[src/verilog/board_audio_pkg.sv]
`default_nettype none

package board_audio_pkg;

    // ----------------------------------------
    // Sample and word widths
    // ----------------------------------------

    localparam w_mic   = 24;                     // INMP441 sample
    localparam w_sound = 16;                     // DAC word
    localparam w_slot  = 32;                     // Bits per channel slot
    localparam w_gain  = 2;                      // Gain switch field

    // ----------------------------------------
    // Frame geometry
    // ----------------------------------------

    localparam w_bit_idx   = $clog2(w_slot);     // 0 .. 31 within a slot
    localparam w_frame_cnt = w_bit_idx + 1;      // Top bit is ws

    // I2S one-bit delay puts the MSB at bit index 1
    localparam data_first_bit = 1;
    localparam mic_last_bit   = data_first_bit + w_mic - 1;    // 24
    localparam dac_last_bit   = data_first_bit + w_sound - 1;  // 16

    // ----------------------------------------
    // Slot shift register views
    // ----------------------------------------

    typedef struct packed {
        logic [w_mic - 1:0]          data;       // MSB first
        logic [w_slot - w_mic - 1:0] pad;        // Trailing zeros
    } mic_view_t;

    typedef struct packed {
        logic [w_sound - 1:0]          data;     // MSB first
        logic [w_slot - w_sound - 1:0] pad;      // Idle tail of slot
    } dac_view_t;

    // Same 32 bits, read by the receiver or loaded by the transmitter
    typedef union packed {
        mic_view_t mic;
        dac_view_t dac;
    } i2s_slot_t;

endpackage

`default_nettype wire
[src/verilog/i2s_timing_if.sv]
`timescale 1ns/1ps
`default_nettype none

interface i2s_timing_if;

    import board_audio_pkg::*;

    // ----------------------------------------
    // Shared bit clock and slot timing
    // ----------------------------------------

    logic                   sck;                 // Bit clock level
    logic                   sck_rise;            // High in first cycle of sck high
    logic                   sck_fall;            // High in first cycle of sck low
    logic                   ws;                  // Low for left slot
    logic [w_bit_idx - 1:0] bit_idx;             // Changes with sck_fall only

    modport ctrl
    (
        output sck,
        output sck_rise,
        output sck_fall,
        output ws,
        output bit_idx
    );

    modport rx                                   // Microphone side
    (
        input  sck_rise,
        input  ws,
        input  bit_idx
    );

    modport tx                                   // DAC side
    (
        input  sck_fall,
        input  ws,
        input  bit_idx
    );

endinterface

`default_nettype wire

[src/verilog/i2s_audio_out.sv]
`timescale 1ns/1ps
`default_nettype none

module i2s_audio_out
(
    input  logic                                  clk,
    input  logic                                  rst,
    i2s_timing_if.tx                              tm,
    input  logic [board_audio_pkg::w_sound - 1:0] sound,
    output logic                                  sdata          // To DAC
);

    import board_audio_pkg::*;

    logic [w_sound - 1:0] word;                  // Held for whole frame
    i2s_slot_t            shifter;
    logic                 slot_start;            // First fall of a slot
    logic                 frame_start;           // ws falling
    logic                 in_data;               // Bit indices 1 to 16

    assign slot_start  = tm.sck_fall && (tm.bit_idx == '0);
    assign frame_start = slot_start & ~tm.ws;
    assign in_data     = (tm.bit_idx >= w_bit_idx'(data_first_bit))
                      && (tm.bit_idx <= w_bit_idx'(dac_last_bit));

    // ----------------------------------------
    // Word latch and slot shifter
    // ----------------------------------------

    always_ff @(posedge clk or posedge rst)
    begin
        if (rst)
            word <= '0;
        else if (frame_start)
            word <= sound;                       // Same word in both slots
    end

    always_ff @(posedge clk or posedge rst)
    begin
        if (rst)
        begin
            shifter <= '0;
            sdata   <= 1'b0;
        end
        else if (tm.sck_fall)
        begin
            if (slot_start)
            begin
                shifter.dac.data <= frame_start ? sound : word;   // Bypass on new frame
                shifter.dac.pad  <= '0;
            end
            else if (in_data)
                shifter.dac.data <= {shifter.dac.data[w_sound - 2:0], 1'b0};

            sdata <= in_data ? shifter.dac.data[w_sound - 1] : 1'b0;   // Zero tail
        end
    end

    // Slot position must only move with a bit clock fall, or a slot start is missed
    a_idx_on_fall : assert property (
        @(posedge clk) disable iff (rst)
        $changed(tm.bit_idx) |-> tm.sck_fall
    );

endmodule

`default_nettype wire

[src/flat_wrapper.sv]
// flat-port wrapper written by rule: the top's interface ports become plain ports
module i2s_audio_out_flat import board_audio_pkg::*;
  (clk, rst, sound, sdata, tm_sck_fall, tm_ws, tm_bit_idx);
  i2s_timing_if tm_i ();
  input  logic clk;
  input  logic rst;
  input  logic [board_audio_pkg::w_sound - 1:0] sound;
  output logic sdata;
  input wire logic [$bits(tm_i.sck_fall)-1:0] tm_sck_fall;
  input wire logic [$bits(tm_i.ws)-1:0] tm_ws;
  input wire logic [$bits(tm_i.bit_idx)-1:0] tm_bit_idx;
  assign tm_i.sck_fall = tm_sck_fall;
  assign tm_i.ws = tm_ws;
  assign tm_i.bit_idx = tm_bit_idx;
  i2s_audio_out u_core (.clk(clk), .rst(rst), .tm(tm_i), .sound(sound), .sdata(sdata));
endmodule
[config.mk]
export PLATFORM = sky130hd
export DESIGN_NAME = i2s_audio_out_flat
export DESIGN_NICKNAME = d
export VERILOG_FILES = /design/src/verilog/board_audio_pkg.sv /design/src/verilog/i2s_timing_if.sv /design/src/verilog/i2s_audio_out.sv /design/src/flat_wrapper.sv
export SDC_FILE = /design/constraint.sdc
export NUM_CORES = 1
export LEC_CHECK = 0
export BUFFER_PORTS_ARGS = -buffer_cell sky130_fd_sc_hd__clkbuf_2
export CORE_MARGIN = 4
export CORE_UTILIZATION = 55
export CTS_CLUSTER_SIZE = 24
export DETAILED_ROUTE_END_ITERATION = 16
export PLACE_DENSITY = 0.89
export RECOVER_POWER = 25
export SLEW_MARGIN = 20
export SYNTH_ARGS = -nofsm -noshare
export SYNTH_HDL_FRONTEND = slang
export SYNTH_SLANG_ARGS = --single-unit
export TNS_END_PERCENT = 5
[constraint.sdc]
create_clock -name clk -period 1.05 [get_ports clk]
set_input_delay 0.21 -clock clk [delete_from_list [all_inputs] [get_ports clk]]
set_output_delay 0.21 -clock clk [all_outputs]
set_load 0.1 [all_outputs]
==> impl_metrics.ini <==
[final_layout]
diodes = 0
nets = 199
regArea_um2 = 826
final_common_cell = dfrtp_1
drive_gt1_frac = 0.474
fill_cells = 179
areaGrowthSynthToFinish_pct = 28.9
final_cell_mix = 33 x dfrtp_1, 23 x clkbuf_2, 17 x inv_1
finish.utilization = 0.749
multiInputGateArea_um2 = 802

[timing]
report.final.setup_viol = 34
period_share = 1.32
worst_hold_slack_ns = 0.128
drv_slew = 0
timing.final.ws_setup_ns = -0.334
max_freq_mhz = 723
rsz0062_at_grt = true
setup_tns_ns = -8.31
hold_viol_final = 0
worst_slew_pin_slew_ns = 0.443
fin_skew_ns = 0.00959
max-slew-margin-rel = 0.704
min_period_ns = 1.38

[power_and_ir_drop]
p_leak_nw = 1.06
power_density_nw_per_um2 = 1490
vdd_drop_max_mv = 1.53

[critical_path]
critPathMaxFanout = 16
end_kind = flip-flop
startpoint_type = input port
reg2regPathDepth = 2
r2r_slack_ns = 0.10
r2r-start = u_core.word[0]
path_class = in -> reg
critPathRequiredTime_ns = 1.27
worstReg2RegEnd = u_core.shifter[16]
arrival_ns = 1.61

[clock_network]
cts_tree = built
root_buffer = clkbuf_4
cts_max_level = 2
cts_max_path_buffers = 2
cts_made_buffers = 5
clock_latency_ns = 0.33
clkTransAtPathRegs_ns = 0.10
cts_setup_buffers = 0
cts.sinks = 33

[drt]
first_pass_iters = 4
drt_iter0_markers = 75
via_per_inst = 5.97
vias = 1230
wl_per_cell_um = 17.9
ant_nets = 0
drc = 0
wirelength_mm = 3.70

[global_routing]
grt_pass1_wl_mm = 5.98
antenna_found_initial = 0
grt_pass1_vias = 1299
grt_overflow = 0
grtUsageTotal = 0.192
grt_max_degree = 34

[synth]
netlist_area_um2 = 1620
synth.avg_cell_area_um2 = 12.2
synthTopCellsByArea = dfrtp_1 51%, mux2i_1 9.9%, mux2_4 9.3%
ys_types = 20
synthCells = 133
synth.yosys.seq_area_share = 0.511
yosysWarnings = 0
yosys.area.top_type = dfrtp_1
ys_ff_latch = 33
synth_nets = 158
synth_top_area_frac = 0.511

[placed_design]
pre_cts_slack_ns = -0.671
place_hpwl_mm = 2.35
numPortBuffers = 25
place_congestion = 0.762

[floorplan]
fp.dieW_um = 62.2
die_h_um = 62.2
core_um2 = 2780
start_util = 0.581
boundaryPins = 26
rows = 19
die_area_um2 = 3870

[run_status]
violations = setup timing
status = finished, violations left

[hold_path]
hold_depth = 2
min_path_type = in -> reg
whs_endpoint = u_core.word[4]
worstHoldStart = sound[4]

[job]
drv_cap = 0
-- repair_timing --
action | CTS | global route
hold buffers | 1 | 0
endpoints found under the hold margin | 33 | 0
setup endpoints to repair | 33 | 34
gates resized for setup | 14 | 10
pin swaps | 0 | 1
-- power by group --
group | switching, W | total (W) | internal [W]
sequential | 0.000137 | 0.00163 | 0.00149
combinational | 0.000394 | 0.000798 | 0.000404
clock | 0.000404 | 0.000671 | 0.000267
-- cell families (layout without fill, tap and decap cells) --
kind of cell / Yosys count / in the layout / share of synthesized area
mux: 33 / 33 / 0.241
compound gates: 33 / 33 / 0.147
simple gates: 7 / 7 / 0.0279
buf+inv: 26 / 68 / 0.0681
xor+xnor: 1 / 1 / 0.00542
flops: 33 / 33 / 0.511
-- metal layers --
metal	global-route usage	wire length, um	vias to the layer above	share of wire
met5	0	0	-	0
met4	0.108	57	0	0.015
met3	0.0523	141	4	0.038
met2	0.306	1860	41	0.50
met1	0.232	1630	618	0.44
li1	-	-	567	-
-- through the flow --
stage	total power [W]	area, um^2	cells
2_1_floorplan	0.00207	1630	133
3_3_place_gp	0.00227	1910	197
3_5_place_dp	0.00231	1910	197
4_1_cts	0.00306	2040	206
5_1_grt	0.00328	2080	206
6_report	0.00310	2080	206
-- worst max-delay path by stage --
stage / from / to / slack, ns / cells after the start
3_5_place_dp: tm_bit_idx[1] / u_core.word[1] / -0.67 / 5
3_3_place_gp: tm_bit_idx[1] / u_core.word[1] / -0.63 / 5
5_1_grt: tm_bit_idx[1] / u_core.word[3] / -0.35 / 5
2_1_floorplan: tm_bit_idx[1] / u_core.word[10] / -0.70 / 5
4_1_cts: tm_bit_idx[1] / u_core.word[0] / -0.32 / 5
6_report: tm_bit_idx[1] / u_core.word[3] / -0.33 / 5
-- sequential cells by signal, indices dropped and copies added (netlist names) --
signal and flops:
u_core.sdata 1, u_core.word 16, u_core.shifter 16
-- cell type report --
cell class / instances / area share
repair buffers: 43 / 0.146
clock buffers: 8 / 0.0234
inverters: 17 / 0.0306
multi-input cells: 74 / 0.385
well taps: 31 / 0.0186
flip-flops and latches: 33 / 0.396
-- cell usage after synthesis (all sizes together) --
cell	number
nand2	3
nor3	1
a221oi	15
o22ai	1
dfrtp	33
or4	1
nand2b	1
nor2	1
a22o	1
mux2i	16
o41ai	1
buf	6
clkbuf	3
xnor2	1
inv	17
mux2	17
a21oi	15
-- critical path: stages --
cell and delay [ns]:
buf_6 0.09, or4_4 0.56, nor3_4 0.19, buf_12 0.21, mux2_2 0.35
Note: power is estimated with default switching activity, not from simulation.
