<file path="src/verilog/board_audio_pkg.sv">
`default_nettype none

package board_audio_pkg;

    // ----------------------------------------
    // Sample and word widths
    // ----------------------------------------

    localparam w_mic   = 24;                     // INMP441 sample
    localparam w_sound = 16;                     // DAC word
    localparam w_slot  = 32;                     // Bits per channel slot
    localparam w_gain  = 2;                      // Gain switch field

    // ----------------------------------------
    // Frame geometry
    // ----------------------------------------

    localparam w_bit_idx   = $clog2(w_slot);     // 0 .. 31 within a slot
    localparam w_frame_cnt = w_bit_idx + 1;      // Top bit is ws

    // I2S one-bit delay puts the MSB at bit index 1
    localparam data_first_bit = 1;
    localparam mic_last_bit   = data_first_bit + w_mic - 1;    // 24
    localparam dac_last_bit   = data_first_bit + w_sound - 1;  // 16

    // ----------------------------------------
    // Slot shift register views
    // ----------------------------------------

    typedef struct packed {
        logic [w_mic - 1:0]          data;       // MSB first
        logic [w_slot - w_mic - 1:0] pad;        // Trailing zeros
    } mic_view_t;

    typedef struct packed {
        logic [w_sound - 1:0]          data;     // MSB first
        logic [w_slot - w_sound - 1:0] pad;      // Idle tail of slot
    } dac_view_t;

    // Same 32 bits, read by the receiver or loaded by the transmitter
    typedef union packed {
        mic_view_t mic;
        dac_view_t dac;
    } i2s_slot_t;

endpackage

`default_nettype wire
</file>
<file path="src/verilog/i2s_timing_if.sv">
`timescale 1ns/1ps
`default_nettype none

interface i2s_timing_if;

    import board_audio_pkg::*;

    // ----------------------------------------
    // Shared bit clock and slot timing
    // ----------------------------------------

    logic                   sck;                 // Bit clock level
    logic                   sck_rise;            // High in first cycle of sck high
    logic                   sck_fall;            // High in first cycle of sck low
    logic                   ws;                  // Low for left slot
    logic [w_bit_idx - 1:0] bit_idx;             // Changes with sck_fall only

    modport ctrl
    (
        output sck,
        output sck_rise,
        output sck_fall,
        output ws,
        output bit_idx
    );

    modport rx                                   // Microphone side
    (
        input  sck_rise,
        input  ws,
        input  bit_idx
    );

    modport tx                                   // DAC side
    (
        input  sck_fall,
        input  ws,
        input  bit_idx
    );

endinterface

`default_nettype wire

</file>
<file path="src/verilog/mic_i2s_receiver.sv">
`timescale 1ns/1ps
`default_nettype none

module mic_i2s_receiver
(
    input  logic                              clk,
    input  logic                              rst,
    i2s_timing_if.rx                          tm,
    input  logic                              sd,            // Mic data line
    output logic [board_audio_pkg::w_mic - 1:0] sample,
    output logic                              sample_valid   // One pulse per frame
);

    import board_audio_pkg::*;

    i2s_slot_t slot;                             // Capture register
    i2s_slot_t slot_next;                        // Slot after this bit
    logic      in_data;                          // Left slot data bit
    logic      capture;                          // Shift this cycle
    logic      last_bit;                         // LSB of 24-bit sample

    // ----------------------------------------
    // Bit selection
    // ----------------------------------------

    assign in_data  = ~tm.ws
                    && (tm.bit_idx >= w_bit_idx'(data_first_bit))
                    && (tm.bit_idx <= w_bit_idx'(mic_last_bit));
    assign last_bit = (tm.bit_idx == w_bit_idx'(mic_last_bit));
    assign capture  = tm.sck_rise & in_data;     // Right channel ignored

    always_comb
    begin
        slot_next          = slot;
        slot_next.mic.data = {slot.mic.data[w_mic - 2:0], sd};   // MSB first
        slot_next.mic.pad  = '0;
    end

    // ----------------------------------------
    // Shift and output
    // ----------------------------------------

    always_ff @(posedge clk)
    begin
        if (capture)
            slot <= slot_next;
    end

    always_ff @(posedge clk)
    begin
        if (capture & last_bit)
            sample <= slot_next.mic.data;        // Includes the final bit
    end

    always_ff @(posedge clk or posedge rst)
    begin
        if (rst)
            sample_valid <= 1'b0;
        else
            sample_valid <= capture & last_bit;
    end

    a_valid_single : assert property (
        @(posedge clk) disable iff (rst)
        sample_valid |=> !sample_valid
    );

endmodule

`default_nettype wire

</file>
<file path="src/flat_wrapper.sv">
// flat-port wrapper written by rule: the top's interface ports become plain ports
module mic_i2s_receiver_flat import board_audio_pkg::*;
  (clk, rst, sd, sample, sample_valid, tm_sck_rise, tm_ws, tm_bit_idx);
  i2s_timing_if tm_i ();
  input  logic clk;
  input  logic rst;
  input  logic sd;
  output logic [board_audio_pkg::w_mic - 1:0] sample;
  output logic sample_valid;
  input wire logic [$bits(tm_i.sck_rise)-1:0] tm_sck_rise;
  input wire logic [$bits(tm_i.ws)-1:0] tm_ws;
  input wire logic [$bits(tm_i.bit_idx)-1:0] tm_bit_idx;
  assign tm_i.sck_rise = tm_sck_rise;
  assign tm_i.ws = tm_ws;
  assign tm_i.bit_idx = tm_bit_idx;
  mic_i2s_receiver u_core (.clk(clk), .rst(rst), .tm(tm_i), .sd(sd), .sample(sample), .sample_valid(sample_valid));
endmodule
</file>
<file path="config.mk">
export PLATFORM = sky130hd
export DESIGN_NAME = mic_i2s_receiver_flat
export DESIGN_NICKNAME = d
export VERILOG_FILES = /design/src/verilog/board_audio_pkg.sv /design/src/verilog/i2s_timing_if.sv /design/src/verilog/mic_i2s_receiver.sv /design/src/flat_wrapper.sv
export SDC_FILE = /design/constraint.sdc
export NUM_CORES = 1
export LEC_CHECK = 0
export BUFFER_PORTS_ARGS = -buffer_cell sky130_fd_sc_hd__clkbuf_2
export CAP_MARGIN = 0
export CORE_MARGIN = 5
export CORE_UTILIZATION = 41
export DETAILED_ROUTE_END_ITERATION = 10
export PLACE_DENSITY = 0.76
export SETUP_SLACK_MARGIN = 0.1
export SYNTH_ARGS = -nofsm -noshare
export SYNTH_HDL_FRONTEND = slang
export SYNTH_SLANG_ARGS = --single-unit
export TNS_END_PERCENT = 30
</file>
<file path="constraint.sdc">
create_clock -name clk -period 1.1 [get_ports clk]
set_input_delay 0.055 -clock clk [delete_from_list [all_inputs] [get_ports clk]]
set_output_delay 0.055 -clock clk [all_outputs]
set_load 0.02 [all_outputs]
</file>
==> results.md, run 1 <==
* Via count at 659
* Num CTS Buffers at 5
* Syn Inst Count at 55
* Worst hold path class: input port to asynchronous set/reset pin
* Port Buf Inserts at 34
* Area of the mapped netlist at 1480 um2
* FP Rows at 21
* Worst slew margin at 0.778
* Overflow after GRT at 0
* RSZ-0062 raised after global routing: yes
* Syn. warnings at 0
* DIE WIDTH at 70.1 um
* Largest net degree at the start of global routing at 24
* Clock skew at 0.00714 ns
* Biggest area consumer among synthesized cells: edfxtp_1
* Max Cap Viol at 0
* CP bufs+invs at 1
* RePlAce Congestion at about 0.66
* Final routed DRC violation total at 0
* Antenna Diode Count at 0
* Routed Antenna Nets at 0
* Hold Vio Cnt, Final at 0
* Maximum clock rate at 998 MHz
* Flops & latches, synth at 48
* Final worst path period need at 1.00 ns
* Layout cells sized above 1 at 0.465
* Synth cell types at 9
* DRT iter0 DRCs at a little over 60
* Power Density at 1740 nW/um2
* Die area at 4920 um2
* WS Path Type: flip-flop to output port
* DP Wirelength at 1.36 mm
* Initial antenna violation count at 0
* Slew @ Worst Pin at between 0.3 and 0.4 ns
* CP max-delay cell: edfxtp_1
* Setup_tns at 0 ns
* Critical path launch point type: flip-flop
* CP Max Fanout at 1
* Syn_nets at 65
* Critical path cell sequence: buf_6
* Drt total wl at a little under 2 mm
* Core area at 3420 um2
* Worst skew pair latency at 0.35 ns
* Htree depth at 2
* Router iterations before antenna repair at 4
* Seq/Total Area, Yosys at 0.969
* Wire per inst at 13.4 um
* Critical Path RT at around 1.0 ns
* Ports at 35
* Synth top area share at 0.952
* Area contributors post-synth: edfxtp_1 95%, dfrtp_1 1.7%, o221a_1 0.76%, and4_1 0.59%, or4_1 0.51%
* GR Util All Layers at 0.0883
* Leak at 0.695 nW
* Post-CTS Setup Inserts at 0
* CP top delay family: flip-flops
* CTS tree: built
* Clock Tree Buf Depth at 2
* Met2 usage at 0.124
* Met3 GRT Util at 0.0502
* DR vias/cell at 4.48
* CTS Sinks at 48
* Die Ht at 70.1 um
* Final period utilization at 0.911
* Final core occ at 0.559
* Final setup violation count at 0
* Vias in the first global route at 666
* Worst VDD drop at 0.000911 V
* Status: finished clean
* Critical Path Max Stage Delay at 0.44 ns
* Starting density of the core at 0.434
* Met1 Usage GRT at 0.106
* Gr busiest metal: met2
* Synth Area per Inst at 27.0 um2
* Root Buffer: clkbuf_4
* Kind of end point of the critical path: output port
* Critical path arrival at 0.95 ns
* First-pass GRT wire length at 3.22 mm
* Area grow syn2layout at 28.8%
* Reg clk slew, reported paths at ~0.13 ns
* Final nets at roughly 110
* Max-slew violation count at 0
==> path summary, 6_finish.rpt <==
path / from / end / slack (ns) / cells past startpoint
max in group asynchronous: rst / u_core.sample_valid / 0.96 / 3
min in group clk: tm_bit_idx[3] / u_core.sample_valid / 0.17 / 3
min: rst / u_core.sample_valid / 0.05 / 3
max: u_core.sample[2] / sample[2] / 0.1 / 1
max reg2reg: u_core.slot[21] / u_core.slot[22] / 0.41 / 0
min reg2reg: u_core.slot[30] / u_core.sample[23] / 0.43 / 0
==> stage by stage <==
| step | setup slack [ns] | hold slack [ns] | power (W) | cells | instance area (um2) |
|---|---|---|---|---|---|
| 5_1_grt | 0.0410 | 0.0585 | 0.00346 | 147 | 1910 |
| 3_3_place_gp | -0.198 | -0.130 | 0.00215 | 138 | 1770 |
| 6_report | 0.0982 | 0.0482 | 0.00332 | 147 | 1910 |
| 4_1_cts | 0.0700 | 0.0324 | 0.00336 | 147 | 1890 |
| 3_5_place_dp | -0.229 | -0.126 | 0.00216 | 138 | 1770 |
| 2_1_floorplan | -0.0731 | -0.216 | 0.00212 | 55 | 1500 |
==> state kept, by name (all words and copies together) (netlist names) <==
register and count:
u_core.sample_valid 1, u_core.sample 24, u_core.slot 23
==> area by class of cell <==
| type | instances | area (um2) |
|---|---|---|
| timing repair buffer | 39 | 256 |
| clock inverter | 2 | 60.1 |
| inverter | 1 | 3.75 |
| sequential | 48 | 1440 |
| fill | 274 | 1510 |
| tap | 46 | 57.6 |
| multi-input combinational | 6 | 57.6 |
| clock buffer | 5 | 37.5 |
==> power breakdown <==
group	internal, W	switching, W
Clock	0.000696	0.000506
Combinational	0.0000295	0.0000363
Sequential	0.00204	0.0000154
Total	0.00276	0.000558
==> cells in the final DEF (no fill, tap or decap), types with 2 or more instances in the layout <==
| cell | instances |
|---|---|
| buf_12 | 2 |
| clkbuf_4 | 5 |
| dlygate4sd3_1 | 2 |
| clkbuf_2 | 30 |
| bufinv_16 | 2 |
| edfxtp_1 | 47 |
| buf_6 | 3 |
==> repair_timing <==
item                                    in CTS  in global routing
hold buffers                                 2                  0
endpoints found under the setup margin       1                 14
resized for setup                            0                 10
hold endpoints to repair                     3                  0
==> synthesized netlist by cell type <==
library cell   n
edfxtp_1      47
and4_1         1
dfrtp_1        1
inv_1          1
nand2_1        1
nor2b_1        1
nor3_1         1
o221a_1        1
or4_1          1
==> per-layer routing <==
layer / up-vias / wire length, um / share of wire
met1: 304 / 776 / 0.40
met5: - / 0 / 0
met2: 37 / 901 / 0.46
met4: 0 / 54 / 0.027
li1: 312 / - / -
met3: 6 / 232 / 0.12
==> cell families after synthesis <==
logic type,Yosys count,share of synthesized area
compound gates,1,0.00759
buf+inv,1,0.00253
simple gates,5,0.0211
flops,48,0.969
Note: power is estimated with default switching activity, not from simulation.
==> run 2, diff against run 1 <==
--- a/config.mk
+++ b/config.mk
@@ -8,9 +8,9 @@
 export BUFFER_PORTS_ARGS = -buffer_cell sky130_fd_sc_hd__clkbuf_2
 export CAP_MARGIN = 0
 export CORE_MARGIN = 5
-export CORE_UTILIZATION = 41
+export CORE_UTILIZATION = 55
 export DETAILED_ROUTE_END_ITERATION = 10
-export PLACE_DENSITY = 0.76
+export PLACE_DENSITY = 0.93
 export SETUP_SLACK_MARGIN = 0.1
 export SYNTH_ARGS = -nofsm -noshare
 export SYNTH_HDL_FRONTEND = slang
==> run 2 against run 1 <==
  * Critical path type unchanged
  * Sequential power is essentially flat
  * Critical path depth unchanged
  * Largest power group unchanged
  * Core utilization grew 17 points
  * First-iteration DRC count fell by 79%
  * Cell count decreased by 10%
==> results.md, run 2 (synthesis gave the netlist of run 1 again) <==
* Max reg flops at 24
* Overflow after GRT at 0
* Slew @ Worst Pin at 0.324 ns
* Critical Path Stages at 1
* Fill cells at 151
* Worst setup slack after layout at 0.135 ns
* Post-CTS Setup Inserts at 0
* Final setup violation count at 0
* Biggest register: u_core.sample
* Ports at 35
* DRT iter0 DRCs at 13
* CTS Sinks at 48
* Starting density of the core at 0.588
* Critical path arrival at 0.91 ns
* R2r startpoint: u_core.slot[13]
* Final routed DRC violation total at 0
* Port Buf Inserts at 34
* Leak at 0.671 nW
* Root Buffer: clkbuf_4
* Layout cells sized above 1 at 0.451
* Largest net degree at the start of global routing at 24
* Reg clk slew, reported paths at about 0.12 ns
* Worst VDD drop at 0.00137 V
* CTS tree: built
* Maximum clock rate at a little over 1000 MHz
* Storage element area at 1440 um2
* Largest regs: u_core.sample (24), u_core.slot (23), u_core.sample_valid (1)
* DIE WIDTH at 61.9 um
* Commonest cells after routing, fill and taps aside: 47 x edfxtp_1, 29 x clkbuf_2, 5 x clkbuf_4, 5 x buf_6
* Placed cell count at about 120
* Worst slew margin at 0.782
* CP Max Fanout at 1
* Worst setup path start: u_core.sample[8]
* Via count at 684
* Final worst path period need at 0.965 ns
* Drt total wl at 2.17 mm
* Fin cells at ~130
* Core area at between 2000 and 3000 um2
* Final period utilization at 0.877
* Status: finished clean
* Most common library cell in the layout ignoring fill and taps: edfxtp_1
* Final Cell Area at 1840 um2
* Vias in the first global route at 674
* Placed cell areas at about 1700 um2
* WS Path Type: flip-flop to output port
* Worst hold path class: input port to asynchronous set/reset pin
* Antenna Diode Count at 0
* Routed Antenna Nets at 0
* Die Ht at 61.9 um
* Multi-input gate area at 57.6 um2
* CP bufs+invs at 1
* Initial antenna violation count at 0
* Kind of end point of the critical path: output port
* RSZ-0062 raised after global routing: yes
* Htree depth at 2
* GR Util All Layers at 0.136
* RePlAce Congestion at 0.656
* Max Cap Viol at 0
* Critical path launch point type: flip-flop
* Router iterations before antenna repair at 4
* First-pass GRT wire length at 3.28 mm
* CP top delay family: flip-flops
* DP Wirelength at 1.40 mm
* Die area at 3830 um2
* Clock Tree Buf Depth at 2
* Critical Path RT at 1.04 ns
* Critical Path Max Stage Delay at 0.40 ns
* FP Rows at 18
* Final nets at 111
* DR vias/cell at 5.18
* Power Density at 1550 nW/um2
* Critical path cell sequence: clkbuf_2
* Dpl ws at -0.232 ns
* Area grow syn2layout at 24.4%
* Max-slew violation count at 0
* Num CTS Buffers at 5
* Clock skew at 0.00710 ns
* Worst Reg-to-Reg Cells at 0
* Worst skew pair latency at 0.35 ns
* CP max-delay cell: edfxtp_1
* Wire per inst at 16.4 um
* Hold Vio Cnt, Final at 0
==> run 2: cell types whose count changed in the layout (fill, tap and decap cells not counted), sizes merged <==
cell	delta
clkinvlp	+1
bufinv	-2
clkinv	+1
buf	+1
==> run 2: routing by layer <==
layer  up-vias  track usage  share of wire
met5         -            0              0
met4         0       0.0727          0.022
met3         4       0.0785           0.12
met2        37        0.190           0.49
met1       327        0.169           0.37
li1        316            -              -
==> run 2: power by group <==
part           internal, W  leakage, nW  switching (W)
clock network     0.000244       0.0259       0.000499
logic            0.0000293        0.202      0.0000377
registers          0.00204        0.443      0.0000163
total              0.00231        0.671       0.000553
==> run 2: worst paths after layout <==
| check | slack, ns | to |
|---|---|---|
| worst max-delay path | 0.14 | sample[8] |
| worst min-delay path | 0.08 | u_core.sample_valid |
| worst max register to register | 0.41 | u_core.sample[6] |
| min in group clk | 0.17 | u_core.sample_valid |
| worst min register to register | 0.43 | u_core.sample[23] |
| max in group asynchronous | 0.93 | u_core.sample_valid |
==> run 2: per-stage QoR <==
stage                     total power (W)   util  setup TNS [ns]  hold WS, ns
after global placement            0.00215  0.690           -6.12       -0.131
final                             0.00287  0.731               0       0.0752
after CTS                         0.00291  0.719               0       0.0470
after detailed placement          0.00216  0.690           -8.34       -0.118
after global routing              0.00300  0.731               0       0.0608
after floorplan                   0.00212      -           -1.68       -0.216
==> run 2: area by class of cell <==
type                       instances  share of cell area
clock buffer                       6              0.0224
clock inverter                     2             0.00611
inverter                           1             0.00204
multi-input combinational          6              0.0312
sequential                        48               0.779
tap                               30              0.0204
timing repair buffer              39               0.139
==> run 2: what timing repair did <==
action,in CTS,in global routing
resized for setup,0,15
hold buffers,2,0
setup endpoints to repair,0,19
hold endpoints to repair,3,0
==> run 3, diff against run 2 <==
--- a/config.mk
+++ b/config.mk
@@ -8,9 +8,9 @@
 export BUFFER_PORTS_ARGS = -buffer_cell sky130_fd_sc_hd__clkbuf_2
 export CAP_MARGIN = 0
 export CORE_MARGIN = 5
-export CORE_UTILIZATION = 55
+export CORE_UTILIZATION = 51
 export DETAILED_ROUTE_END_ITERATION = 10
-export PLACE_DENSITY = 0.93
+export PLACE_DENSITY = 0.88
 export SETUP_SLACK_MARGIN = 0.1
 export SYNTH_ARGS = -nofsm -noshare
 export SYNTH_HDL_FRONTEND = slang
==> constraint.sdc (replaced) <==
create_clock -name clk -period 0.95 [get_ports clk]
set_input_delay 0.0475 -clock clk [delete_from_list [all_inputs] [get_ports clk]]
set_output_delay 0.0475 -clock clk [all_outputs]
set_load 0.02 [all_outputs]
==> run 3 against run 2 <==
  * The run now ends with setup timing left
  * Critical path depth is the same
  * Cell count up 0.76%
  * Hold slack lost 0.032 ns
  * Sequential share of layout area fell by 2.3 points
  * Total power up 26%
  * Critical path type unchanged
  * Global-route usage fell by 2.3 points
  * Core utilization fell by 4.8 points
  * Combinational power grew 21%
  * Sequential power increased by 16%
  * Critical endpoint is now sample[10]
  * Sequential cell count unchanged
  * Highest routed layer unchanged
==> results.md, run 3 (synthesis gave the netlist of run 1 again) <==
* FP Rows at 19
* Max-slew violation count at 0
* Leak at 0.691 nW
* Router iterations before antenna repair at 4
* Via count at 667
* Commonest cells after routing, fill and taps aside: 47 x edfxtp_1, 17 x buf_2, 9 x clkbuf_2
* Area grow syn2layout at 28.1%
* Worst slew margin at 0.783
* Worst VDD drop at 0.00149 V
* Largest net degree at the start of global routing at 24
* Largest regs: u_core.sample (24), u_core.slot (23), u_core.sample_valid (1)
* Die area at 4090 um2
* DRT iter0 DRCs at 16
* Final worst path period need at 0.979 ns
* DR vias/cell at ~5.0
* CP top delay family: flip-flops
* Power Density at 1900 nW/um2
* RSZ-0062 raised after global routing: yes
* Status: finished with violations
* Core area at ~2800 um2
* Final routed DRC violation total at 0
* Failing checks: setup timing
* Critical Path RT at 0.90 ns
* Final nets at 111
* Htree depth at 2
* Kind of end point of the critical path: output port
* Reg clk slew, reported paths at 0.13 ns
* Met3 GRT Util at 0.0455
* Met1 Usage GRT at 0.137
* CP Max Fanout at 1
* CTS tree: built
* Critical path launch point type: flip-flop
* Biggest register: u_core.sample
* WS Path Type: flip-flop to output port
* Worst skew pair latency at 0.34 ns
* Dpl ws at -0.367 ns
* Final core occ at 0.683
* Ports at 35
* Critical Path Max Stage Delay at 0.44 ns
* CP bufs+invs at 1
* Max Cap Viol at 0
* Critical path cell sequence: buf_6
* Hold Vio Cnt, Final at 0
* Overflow after GRT at 0
* Final setup violation count at 8
* Clock skew at 0.0125 ns
* Num CTS Buffers at 5
* CTS Sinks at 48
* Starting density of the core at 0.533
* Antenna Diode Count at 0
* Most common library cell in the layout ignoring fill and taps: edfxtp_1
* Gr busiest metal: met2
* Slew @ Worst Pin at between 0.3 and 0.4 ns
* Max reg flops at 24
* Worst hold path class: input port to asynchronous set/reset pin
* Clock Tree Buf Depth at 2
* Wire per inst at 15.4 um
* GR Util All Layers at 0.113
* DP Wirelength at approximately 1.4 mm
* First-pass GRT wire length at 3.37 mm
* Worst setup slack after layout at -0.0290 ns
* Initial antenna violation count at 0
* Layout cells sized above 1 at 0.471
* RePlAce Congestion at 0.703
* Vias in the first global route at 684
* Drt total wl at roughly 2.1 mm
* Die Ht at 63.9 um
* Root Buffer: clkbuf_4
* DIE WIDTH at 63.9 um
* Critical path arrival at between 0.9 and 1 ns
* Routed Antenna Nets at 0
* Port Buf Inserts at 34
* CP max-delay cell: edfxtp_1
* Maximum clock rate at just over 1000 MHz
* Met2 usage at 0.166
* Final period utilization at 1.03
[run 3: cell count changes in the layout (fill, tap and decap cells not counted), sizes merged]
cell	previous run	this run
clkbuf	35	15
clkinvlp	1	0
bufinv	0	1
clkinv	1	2
buf	8	27
[run 3: area by class of cell]
cell class | instances | area [um2]
Clock buffer | 5 | 37.5
Fill cell | 170 | 882
Clock inverter | 3 | 42.5
Tap cell | 31 | 38.8
Multi-Input combinational cell | 6 | 62.6
Sequential cell | 48 | 1440
Inverter | 1 | 3.75
Timing Repair Buffer | 39 | 278
[run 3: power by group]
group	internal (W)	switching [W]
logic	0.0000375	0.0000433
registers	0.00236	0.0000185
clock network	0.000550	0.000598
total	0.00295	0.000659
[run 3: final timing paths]
kind,startpoint,endpoint,slack [ns],cells after the start
min in group clk,tm_bit_idx[3],u_core.sample_valid,0.17,3
worst max register to register,u_core.slot[16],u_core.slot[17],0.26,0
worst min-delay path,rst,u_core.sample_valid,0.04,3
max in group asynchronous,rst,u_core.sample_valid,0.82,3
worst max-delay path,u_core.sample[10],sample[10],-0.03,1
worst min register to register,u_core.slot[30],u_core.sample[23],0.45,0
[run 3: layer usage]
layer / wire, um / vias to the layer above
li1: - / 316
met3: 177 / 5
met2: 966 / 31
met5: 0 / -
met1: 856 / 315
met4: 51 / 0
[run 3: repair_timing]
| action | 4_1_cts | 5_1_grt |
|---|---|---|
| buffers inserted | 0 | 0 |
| resized for setup | 3 | 36 |
| cloned | 0 | 0 |
| hold buffers | 2 | 0 |
| endpoints found under the hold margin | 3 | 0 |
| setup endpoints to repair | 48 | 55 |
| pin swaps | 1 | 1 |
[run 3: stage by stage]
step                      TNS [ns]  std cells  power (W)  cell area, um2  hold WS (ns)
after global placement      -12.99        123    0.00249            1740        -0.137
after CTS                   -0.359        133    0.00363            1850        0.0239
after floorplan              -7.99         55    0.00245            1500        -0.224
final                      -0.0564        133    0.00361            1900        0.0434
after global routing         -1.21        133    0.00375            1900        0.0181
after detailed placement    -14.66        123    0.00250            1740        -0.136
