File: src/verilog/board_audio_pkg.sv
`default_nettype none

package board_audio_pkg;

    // ----------------------------------------
    // Sample and word widths
    // ----------------------------------------

    localparam w_mic   = 24;                     // INMP441 sample
    localparam w_sound = 16;                     // DAC word
    localparam w_slot  = 32;                     // Bits per channel slot
    localparam w_gain  = 2;                      // Gain switch field

    // ----------------------------------------
    // Frame geometry
    // ----------------------------------------

    localparam w_bit_idx   = $clog2(w_slot);     // 0 .. 31 within a slot
    localparam w_frame_cnt = w_bit_idx + 1;      // Top bit is ws

    // I2S one-bit delay puts the MSB at bit index 1
    localparam data_first_bit = 1;
    localparam mic_last_bit   = data_first_bit + w_mic - 1;    // 24
    localparam dac_last_bit   = data_first_bit + w_sound - 1;  // 16

    // ----------------------------------------
    // Slot shift register views
    // ----------------------------------------

    typedef struct packed {
        logic [w_mic - 1:0]          data;       // MSB first
        logic [w_slot - w_mic - 1:0] pad;        // Trailing zeros
    } mic_view_t;

    typedef struct packed {
        logic [w_sound - 1:0]          data;     // MSB first
        logic [w_slot - w_sound - 1:0] pad;      // Idle tail of slot
    } dac_view_t;

    // Same 32 bits, read by the receiver or loaded by the transmitter
    typedef union packed {
        mic_view_t mic;
        dac_view_t dac;
    } i2s_slot_t;

endpackage

`default_nettype wire
File: src/verilog/i2s_timing_if.sv
`timescale 1ns/1ps
`default_nettype none

interface i2s_timing_if;

    import board_audio_pkg::*;

    // ----------------------------------------
    // Shared bit clock and slot timing
    // ----------------------------------------

    logic                   sck;                 // Bit clock level
    logic                   sck_rise;            // High in first cycle of sck high
    logic                   sck_fall;            // High in first cycle of sck low
    logic                   ws;                  // Low for left slot
    logic [w_bit_idx - 1:0] bit_idx;             // Changes with sck_fall only

    modport ctrl
    (
        output sck,
        output sck_rise,
        output sck_fall,
        output ws,
        output bit_idx
    );

    modport rx                                   // Microphone side
    (
        input  sck_rise,
        input  ws,
        input  bit_idx
    );

    modport tx                                   // DAC side
    (
        input  sck_fall,
        input  ws,
        input  bit_idx
    );

endinterface

`default_nettype wire

File: src/verilog/i2s_timing_ctrl.sv
`timescale 1ns/1ps
`default_nettype none

module i2s_timing_ctrl
#(
    parameter sck_half_period = 4                // clk cycles per sck half
)
(
    input  logic       clk,
    input  logic       rst,
    i2s_timing_if.ctrl tm
);

    import board_audio_pkg::*;

    localparam w_hp = $clog2(sck_half_period + 1);

    logic [w_hp - 1:0]        hp_cnt;            // Position inside half period
    logic                     hp_done;           // Last cycle of half period
    logic [w_frame_cnt - 1:0] frame_cnt;         // 64 bit clocks per frame

    // ----------------------------------------
    // Bit clock divider
    // ----------------------------------------

    assign hp_done = (hp_cnt == w_hp'(sck_half_period - 1));

    always_ff @(posedge clk or posedge rst)
    begin
        if (rst)
            hp_cnt <= '0;
        else if (hp_done)
            hp_cnt <= '0;                        // Wrap
        else
            hp_cnt <= hp_cnt + 1'b1;
    end

    // Strobes line up with the new sck level
    always_ff @(posedge clk or posedge rst)
    begin
        if (rst)
        begin
            tm.sck      <= 1'b0;
            tm.sck_rise <= 1'b0;
            tm.sck_fall <= 1'b0;
        end
        else
        begin
            tm.sck_rise <= hp_done & ~tm.sck;    // Low going high
            tm.sck_fall <= hp_done &  tm.sck;    // High going low

            if (hp_done)
                tm.sck <= ~tm.sck;
        end
    end

    // ----------------------------------------
    // Frame position
    // ----------------------------------------

    always_ff @(posedge clk or posedge rst)
    begin
        if (rst)
            frame_cnt <= '0;                     // Left slot, bit 0
        else if (hp_done & tm.sck)
            frame_cnt <= frame_cnt + 1'b1;       // Same edge as sck_fall
    end

    assign tm.ws      = frame_cnt[w_frame_cnt - 1];
    assign tm.bit_idx = frame_cnt[w_bit_idx - 1:0];

    // High phase of the bit clock lasts exactly one half period
    a_half_period : assert property (
        @(posedge clk) disable iff (rst)
        tm.sck_fall |-> $past(tm.sck_rise, sck_half_period)
    );

endmodule

`default_nettype wire

File: src/flat_wrapper.sv
// flat-port wrapper written by rule: the top's interface ports become plain ports
module i2s_timing_ctrl_flat import board_audio_pkg::*;
#(
    parameter sck_half_period = 4                                          
)
  (clk, rst, tm_sck, tm_sck_rise, tm_sck_fall, tm_ws, tm_bit_idx);
  i2s_timing_if tm_i ();
  input  logic clk;
  input  logic rst;
  output wire logic [$bits(tm_i.sck)-1:0] tm_sck;
  output wire logic [$bits(tm_i.sck_rise)-1:0] tm_sck_rise;
  output wire logic [$bits(tm_i.sck_fall)-1:0] tm_sck_fall;
  output wire logic [$bits(tm_i.ws)-1:0] tm_ws;
  output wire logic [$bits(tm_i.bit_idx)-1:0] tm_bit_idx;
  assign tm_sck = tm_i.sck;
  assign tm_sck_rise = tm_i.sck_rise;
  assign tm_sck_fall = tm_i.sck_fall;
  assign tm_ws = tm_i.ws;
  assign tm_bit_idx = tm_i.bit_idx;
  i2s_timing_ctrl #(.sck_half_period(sck_half_period)) u_core (.clk(clk), .rst(rst), .tm(tm_i));
endmodule
File: config.mk
export PLATFORM = sky130hd
export DESIGN_NAME = i2s_timing_ctrl_flat
export DESIGN_NICKNAME = d
export VERILOG_FILES = /design/src/verilog/board_audio_pkg.sv /design/src/verilog/i2s_timing_if.sv /design/src/verilog/i2s_timing_ctrl.sv /design/src/flat_wrapper.sv
export SDC_FILE = /design/constraint.sdc
export NUM_CORES = 1
export LEC_CHECK = 0
export ABC_CLOCK_PERIOD_IN_PS = 3100
export BUFFER_PORTS_ARGS = -buffer_cell sky130_fd_sc_hd__buf_2
export CORE_AREA = 5 5 42 44
export DETAILED_ROUTE_END_ITERATION = 8
export DIE_AREA = 0 0 47 49
export GPL_TIMING_DRIVEN = 0
export SYNTH_ARGS = -nofsm -noshare
export SYNTH_HDL_FRONTEND = slang
export SYNTH_SLANG_ARGS = --single-unit
File: constraint.sdc
create_clock -name clk -period 3.1 [get_ports clk]
set_input_delay 0.31 -clock clk [delete_from_list [all_inputs] [get_ports clk]]
set_output_delay 0.31 -clock clk [all_outputs]
set_load 0.005 [all_outputs]
==> results of run 1 <==
==> routing by layer <==
metal	vias up	share of wire (%)
li1	137	-
met1	132	41
met2	5	52
met3	2	5.8
met4	0	1.0
met5	-	0
==> cell usage in the layout, fill, tap and decap left out, types with 2 or more instances in the layout <==
cell type,netlist,layout
clkbuf_4,0,3
nand2_1,2,2
nor2_1,2,2
ha_1,2,2
dfrtp_1,12,12
nor2b_1,2,2
xnor2_1,2,2
buf_2,0,10
xor2_1,3,3
==> cells by family after synthesis <==
family / count (synthesis) / share of synthesized area [%]
xor gates and xnor gates: 6 / 12.1
buffers and inverters: 2 / 3.03
DFF: 12 / 60.6
and+or+nand+nor: 11 / 16.2
adders and majority gates: 2 / 5.05
muxes: 1 / 3.03
==> Yosys cell counts (all sizes together) <==
library cell  instances
xor2                  3
and3b                 1
mux2                  1
dfrtp                12
ha                    2
nand2                 2
nor3                  1
nand2b                1
xnor2                 3
nor2                  2
buf                   1
nor2b                 2
nand4                 2
inv                   1
==> cell type report <==
| type | instances | share of cell area, % |
|---|---|---|
| flip-flops and latches | 12 | 51.1 |
| clock buffers | 3 | 3.83 |
| multi-input cells | 20 | 30.6 |
| inverters | 1 | 0.638 |
| plain buffers | 1 | 1.91 |
| well taps | 16 | 3.40 |
| repair buffers | 10 | 8.51 |
==> through the flow <==
step	std cells	area (um2)	util, %
after global routing	63	588	42.0
after detailed placement	60	566	40.4
after CTS	63	588	42.0
after floorplan	34	495	-
final	63	588	42.0
after global placement	60	566	40.4
==> path summary, 6_finish.rpt <==
check | start | slack [ns] | to
min in group clk | u_core.hp_cnt[0]$_DFF_PP0_ | 0.44 | u_core.hp_cnt[0]$_DFF_PP0_
hold reg to reg | u_core.hp_cnt[0]$_DFF_PP0_ | 0.44 | u_core.hp_cnt[0]$_DFF_PP0_
max in group asynchronous | rst | 2.76 | u_core.tm.sck_fall$_DFF_PP0_
setup reg to reg | u_core.hp_cnt[0]$_DFF_PP0_ | 1.78 | u_core.frame_cnt[1]$_DFFE_PP0P_
setup / recovery | u_core.hp_cnt[0]$_DFF_PP0_ | 1.78 | u_core.frame_cnt[1]$_DFFE_PP0P_
hold / removal | rst | 0.03 | u_core.tm.sck$_DFFE_PP0N_
==> report_power, final <==
| part | leakage (nW) | switching [mW] | internal [mW] |
|---|---|---|---|
| sequential | 0.153 | 0 | 0.156 |
| combinational | 0.143 | 0.00297 | 0.000518 |
| clock | 0.0138 | 0.0480 | 0.0448 |
| total | 0.310 | 0.0510 | 0.202 |
==> sequential cells by signal, indices dropped and copies added, names as in the netlist <==
name,flops
u_core.tm.sck_fall,1
u_core.frame_cnt,6
u_core.hp_cnt,3
u_core.tm.sck_rise,1
u_core.tm.sck,1
==> impl_metrics.toml, run 1 <==
[status]
outcome = "completed"

[timing]
maxSlewViolCount = 0
rsz0062_at_grt = "no"
tightest_slew_ns = 0.445
setup_tns_ns = 0
setup_viol = 0
relSlewSlack_pct = 70.3
hold_viol = 0
min_period_over_period_pct = 42.5
layout_min_cycle_time_ns = 1.32
clock_skew_ns = 0.00117
whs_ns = 0.0342
max_freq_ghz = 0.760
fin_ws_ns = 1.78

[cells_and_area]
syn2layout_area_growth_pct = 18.7
fin_nets = 53
multiInputGateArea_um2 = 180
fillers = 152
ff_latch_area_um2 = 300
drive_gt1_share_pct = 38.3
num_antenna_cells = 0

[critical_path]
crit_type = "register to register"
worstPathRequired_ns = 3.25
start_kind = "register"
arrival_ns = 1.47
cp.depth = 4
critical-path-max-stage-delay_ns = 0.39
worst-path-buf-inv = 1
r2r_cells = 4
crit_path_end_kind = "register"
crit_family = "flip-flops"
cpMaxStageDelayCell = "dfrtp_1"
crit_path_max_fanout = 5
crit_path_cell_trace = "ha_1, and3b_1, buf_6, mux2_4"

[clocking]
cts_sinks = 12
htree_levels = 1
cts_setup_buffers = 0
worstSkewPairLatency_ns = 0.26
ctsLongestPathBuffers = 2
clockRootBuffer = "clkbuf_4"
numCtsBuffers = 3
postCtsHoldBufs = 0
clkSlewWorstSetupHoldPaths_ns = 0.07
ctsResizeCount = 0
cts_tree = "yes"

[routing]
drtIter0Drc = 3
drc_errors = 0
drt_wl_total_um = 773
vias = 276
drt-wirelength-per-cell_um = 12.3
vias_per_cell = 4.38
ant_nets = 0
drt_first_pass_iters = 2

[floorplan]
io_pins = 11
core_area_um2 = 1400
dieArea_um2 = 2300
start_util_pct = 35.4
dieHeight_um = 49
die_x_um = 47
rows = 14

[power]
p_leak_nw = 0.310
power_mw = 0.253
powerDensity_nw_per_um2 = 430
peakVddDrop_mv = 0.228

[placement]
preCtsSetupSlack_ns = 1.79
hpwl_um = 598
place.gp.congestion = 0.649
io_buffers = 10

[global_route]
grt_overflow = 0
grt_first_pass_wirelength_mm = 1.30
grt_util_met2_pct = 13.1
use_met1_pct = 7.97
met3_usage_pct = 3.32
top_usage_layer = "met2"
grt_use_total_pct = 8.12
grt_antenna_before_repair = 0
grt_max_degree = 13
first_global_vias = 317

[flow_run]
maxCapViolations = 0

[synth]
synth.top_cell.area_share_pct = 60.6
synth_area_per_cell_um2 = 14.6
netlist-cell-type-count = 16
synth_warnings = 0
synth_area_leaders = "dfrtp_1 (61%), xor2_1 (5.3%), ha_1 (5.1%), nand4_4 (4.3%), xnor2_1 (3.5%)"
syn_nets = 38
synth_top_cell_by_area = "dfrtp_1"
syn_inst = 34
ys_seq_elements = 12
seq_area_frac_synth_pct = 60.6
syn_area_um2 = 495

[min_path]
hold_class = "input pin to async pin"
Note: power is estimated with default switching activity, not from simulation.
==> inputs of run 2 (changes only) <==
ABC_AREA = 1   (was default)
ABC_CLOCK_PERIOD_IN_PS = 1350   (was 3100)
clock period = 1.35 ns   (was 3.1 ns; I/O delays follow)
==> run 2 against run 1 <==
  * Final cell count increased by 21%
  * Sequential share of layout area decreased by 3.2 points
  * Clock power increased to 3.0 times the previous value
  * Clock-buffer cell count increased by 1
  * Critical path type unchanged
  * Largest power group unchanged
==> impl_metrics.toml, run 2 <==
[routing]
drt-met1-wl_um = 324
drc_errors = 0
wl_met3_um = 60
drt-wirelength-per-cell_um = 10.3
wl_met2_um = 396
vias_per_cell = 4.47
highest_layer = "met3"
drt_first_pass_iters = 3
drt_wl_total_um = 781
ant_nets = 0
drtIter0Drc = 1
vias = 340

[clocking]
htree_levels = 1
cts_tree = "yes"
cts_sinks = 12
worstSkewPairLatency_ns = 0.27
cts_setup_buffers = 0
ctsLongestPathBuffers = 2
numCtsBuffers = 3
clkSlewWorstSetupHoldPaths_ns = 0.07
clockRootBuffer = "clkbuf_4"

[placement]
io_buffers = 10
hpwl_um = 569
place.gp.congestion = 0.692
place_inst = 71

[synth]
netlist-cell-type-count = 15
synth_area_leaders = "dfrtp_1 (59%), nand2_1 (7.4%), xnor2_1 (5.1%), ha_1 (4.9%), inv_1 (3.7%)"
synth_warnings = 0
synthTopCellsByCount = "dfrtp_1 (12), nand2_1 (10), inv_1 (5), xnor2_1 (3)"
seq_area_frac_synth_pct = 58.8
syn_inst = 45
async_flop_share_pct = 100
synth-main-ff-cell = "dfrtp_1"
synth_edf_count = 0
ys_seq_elements = 12
synthMostInstantiatedCell = "dfrtp_1"
synth_area_per_cell_um2 = 11.3
syn_nets = 49
synth.top_cell.area_share_pct = 58.8
synth_top_cell_by_area = "dfrtp_1"
syn_area_um2 = 510

[min_path]
hold_class = "input pin to async pin"

[critical_path]
crit_type = "register to register"
crit_path_end_kind = "register"
worstPathRequired_ns = 1.52
crit_path_max_fanout = 5
arrival_ns = 1.35
start_kind = "register"

[timing]
setup_tns_ns = 0
rsz0062_at_grt = "no"
tightest_slew_ns = 0.459
hold_viol = 0
setup_viol = 0
min_period_over_period_pct = 87.5
max_freq_ghz = 0.847
relSlewSlack_pct = 69.4
maxSlewViolCount = 0
layout_min_cycle_time_ns = 1.18
clock_skew_ns = 0.00135

[power]
peakVddDrop_mv = 0.643
powerDensity_nw_per_um2 = 1030
p_leak_nw = 0.338

[floorplan]
dieHeight_um = 49
dieArea_um2 = 2300
core_area_um2 = 1400
io_pins = 11
start_util_pct = 36.4
die_x_um = 47
rows = 14

[cells_and_area]
fin_cells = 76
num_antenna_cells = 0
final_util_pct = 44.7
largest_reg_flops = 6
top_register = "u_core.frame_cnt"
drive_gt1_share_pct = 35.0
layout_common_cells = "dfrtp_1 (12), nand2_1 (10), buf_2 (10)"
layout_commonest_cell = "dfrtp_1"
fin_nets = 65
reg_top3 = "u_core.frame_cnt (6), u_core.hp_cnt (3)"
syn2layout_area_growth_pct = 22.8

[global_route]
grt_overflow = 0
grt_antenna_before_repair = 0
first_global_vias = 339
grt_use_total_pct = 8.79
grt_max_degree = 13
grt_first_pass_wirelength_mm = 1.43

[status]
outcome = "completed"

[flow_run]
maxCapViolations = 0
-- run 2: stage by stage --
stage	cell area [um2]	worst slack [ns]	power [mW]	hold WS (ns)
6_report	627	0.169	0.647	0.408
5_1_grt	627	0.0162	0.681	0.442
4_1_cts	627	0.147	0.657	0.417
3_5_place_dp	581	0.176	0.375	0.166
3_3_place_gp	581	0.193	0.375	0.163
2_1_floorplan	510	0.268	0.372	-0.000301
-- run 2: cell families after synthesis --
group | Yosys count | synth area share [%]
simple gates | 19 | 20.8
compound gates | 1 | 0.979
xor+xnor | 5 | 10.1
buf+inv | 6 | 4.41
flops | 12 | 58.8
fa+ha+maj | 2 | 4.90
-- run 2: metal layers --
| metal | global-route usage [%] | vias up |
|---|---|---|
| li1 | - | 169 |
| met1 | 10.8 | 163 |
| met2 | 12.4 | 8 |
| met3 | 5.54 | 0 |
| met4 | 2.76 | 0 |
| met5 | 0 | - |
-- run 2: what timing repair did --
action / in CTS / in global routing
hold endpoints to repair: 12 / 0
setup endpoints to repair: 0 / 0
resized for setup: 0 / 0
hold buffers: 1 / 0
-- run 2: where the power goes --
part | total (mW) | internal [mW] | switching (mW)
clock | 0.278 | 0.164 | 0.114
combinational | 0.0104 | 0.00306 | 0.00731
sequential | 0.359 | 0.359 | 0
total | 0.647 | 0.526 | 0.121
-- run 2: path summary, 6_finish.rpt --
check                                                start                              end  slack (ns)  depth (start not counted)
worst min register to register  u_core.hp_cnt[0]$_DFF_PP0_       u_core.hp_cnt[0]$_DFF_PP0_        0.44                          1
worst max register to register  u_core.hp_cnt[0]$_DFF_PP0_  u_core.frame_cnt[5]$_DFFE_PP0P_        0.17                          6
max in group asynchronous                              rst  u_core.frame_cnt[2]$_DFFE_PP0P_        0.63                          3
min in group clk                u_core.hp_cnt[0]$_DFF_PP0_       u_core.hp_cnt[0]$_DFF_PP0_        0.44                          1
worst min-delay path                                   rst     u_core.tm.sck_rise$_DFF_PP0_        0.41                          3
worst max-delay path            u_core.hp_cnt[0]$_DFF_PP0_  u_core.frame_cnt[5]$_DFFE_PP0P_        0.17                          6
-- run 2: area by class of cell --
cell class              count  area (um2)
well taps                  16        20.0
multi-input cells          27         188
fillers                   147         774
repair buffers             11        60.1
flip-flops and latches     12         300
clock buffers               4        36.3
inverters                   6        22.5
-- run 2: critical path: stages, from the launching register on --
cell and delay (ns):
dfrtp_1 0.35, ha_1 0.26, nand3_4 0.14, nor2_4 0.14, nand3_1 0.08, nand2_1 0.07, inv_1 0.04
==> inputs of run 3 (changes only) <==
CELL_PAD_IN_SITES_DETAIL_PLACEMENT = 0   (was default)
CELL_PAD_IN_SITES_GLOBAL_PLACEMENT = 2   (was default)
CORE_AREA = default   (was 5 5 42 44)
CORE_MARGIN = 5   (was default)
CORE_UTILIZATION = 31   (was default)
DIE_AREA = default   (was 0 0 47 49)
PLACE_DENSITY_LB_ADDON = 0.1   (was default)
==> run 3 against run 2 <==
  * Sequential share of layout area increased by 1.1 points
  * Worst setup slack improved by 0.012 ns
  * Routed wire length increased by 5.4%
  * Via count decreased by 7.1%
  * Non-clock buffer count unchanged
  * Power decreased by 11%
  * Clock skew increased by 0.0011 ns
  * Critical path depth unchanged
  * Worst hold slack improved by 0.0013 ns
  * Register-to-register slack about the same
==> impl_metrics.toml, run 3 (synthesis results as in run 2) <==
[placement]
place_inst = 71
hpwl_um = 639
place.gp.congestion = 0.705
io_buffers = 10
preCtsSetupSlack_ns = 0.194

[timing]
layout_min_cycle_time_ns = 1.17
fin_ws_ns = 0.182
setup_tns_ns = 0
hold_viol = 0
max_freq_ghz = 0.856
whs_ns = 0.410
setup_viol = 0
rsz0062_at_grt = "no"
relSlewSlack_pct = 70.1
min_period_over_period_pct = 86.5
maxSlewViolCount = 0
clock_skew_ns = 0.00246
tightest_slew_ns = 0.448

[clocking]
ctsLongestPathBuffers = 2
clkSlewWorstSetupHoldPaths_ns = 0.07
cts_sinks = 12
clockRootBuffer = "clkbuf_4"
worstSkewPairLatency_ns = 0.26
numCtsBuffers = 3
htree_levels = 1
cts_tree = "yes"

[cells_and_area]
top_register = "u_core.frame_cnt"
largest_reg_flops = 6
num_antenna_cells = 0
fin_nets = 65
reg_top3 = "u_core.frame_cnt (6), u_core.hp_cnt (3)"
layout_common_cells = "dfrtp_1 (12), nand2_1 (10), buf_2 (10)"
drive_gt1_share_pct = 33.9
layout_commonest_cell = "dfrtp_1"
fin_cells = 75
syn2layout_area_growth_pct = 20.1

[global_route]
first_global_vias = 310
grt_first_pass_wirelength_mm = 1.40
grt_use_total_pct = 7.67
grt_max_degree = 13
grt_overflow = 0
grt_antenna_before_repair = 0

[routing]
vias_per_cell = 4.21
drtIter0Drc = 2
drc_errors = 0
drt_first_pass_iters = 3
drt-wirelength-per-cell_um = 11.0
drt_wl_total_um = 823
vias = 316
ant_nets = 0

[floorplan]
core_area_um2 = 1540
rows = 14
start_util_pct = 33.1
die_x_um = 50.6
io_pins = 11
dieArea_um2 = 2560
dieHeight_um = 50.6

[critical_path]
crit_path_end_kind = "register"
cpMaxStageDelayCell = "dfrtp_1"
critical-path-max-stage-delay_ns = 0.35
start_kind = "register"
worstPathRequired_ns = 1.51
crit_type = "register to register"
arrival_ns = 1.33
crit_path_max_fanout = 5
crit_path_cell_trace = "ha_1, nand3_4, nor2_4, nand3_1, nand2_1, inv_1"

[power]
peakVddDrop_mv = 0.416
powerDensity_nw_per_um2 = 938
p_leak_nw = 0.331

[status]
outcome = "completed"

[min_path]
hold_class = "input pin to async pin"

[flow_run]
maxCapViolations = 0
[run 3: cell types whose count changed in the layout (fill, tap and decap cells not counted)]
cell      before  now
clkbuf_8       1    0
[run 3: worst paths after layout]
kind,from,endpoint,slack (ns),depth (start not counted)
max,u_core.hp_cnt[0]$_DFF_PP0_,u_core.frame_cnt[5]$_DFFE_PP0P_,0.18,6
min,rst,u_core.tm.sck_rise$_DFF_PP0_,0.41,3
max reg2reg,u_core.hp_cnt[0]$_DFF_PP0_,u_core.frame_cnt[5]$_DFFE_PP0P_,0.18,6
min reg2reg,u_core.hp_cnt[0]$_DFF_PP0_,u_core.hp_cnt[0]$_DFF_PP0_,0.43,1
max in group asynchronous,rst,u_core.frame_cnt[2]$_DFFE_PP0P_,0.63,3
min in group clk,u_core.hp_cnt[0]$_DFF_PP0_,u_core.hp_cnt[0]$_DFF_PP0_,0.43,1
[run 3: layout make-up]
cell class	count	area [um2]
flip-flops and latches	12	300
repair buffers	11	60.1
inverters	6	22.5
well taps	16	20.0
multi-input cells	27	188
fillers	159	928
clock buffers	3	22.5
[run 3: timing repair]
| item | 4_1_cts | 5_1_grt |
|---|---|---|
| hold buffers | 1 | 0 |
| gates resized for setup | 0 | 0 |
| hold endpoints to repair | 12 | 0 |
| setup buffers | 0 | 0 |
[run 3: metrics by stage]
step	util (%)	power (mW)	area [um2]
after CTS	39.8	0.590	613
after global routing	39.8	0.615	613
after detailed placement	37.7	0.375	581
after floorplan	-	0.372	510
after global placement	37.7	0.374	581
final	39.8	0.575	613
[run 3: worst max-delay path, delay by kind of cell, from the launching register on]
kind,cells,cell delay [ns]
adder cells (fa/ha/maj),1,0.26
buffers and inverters,1,0.03
flip-flops,1,0.35
AND/OR/NAND/NOR,4,0.43
[run 3: per-layer routing]
layer / GRT usage, % / part of all wire (%) / vias to the layer above
met1: 8.89 / 47 / 141
met4: 6.38 / 0.97 / 0
met5: 0 / 0 / -
met2: 10.3 / 45 / 6
li1: - / - / 167
met3: 3.85 / 6.2 / 2
[run 3: report_power, final]
group | switching, mW | internal [mW]
logic | 0.00718 | 0.00306
registers | 0 | 0.359
clock network | 0.102 | 0.103
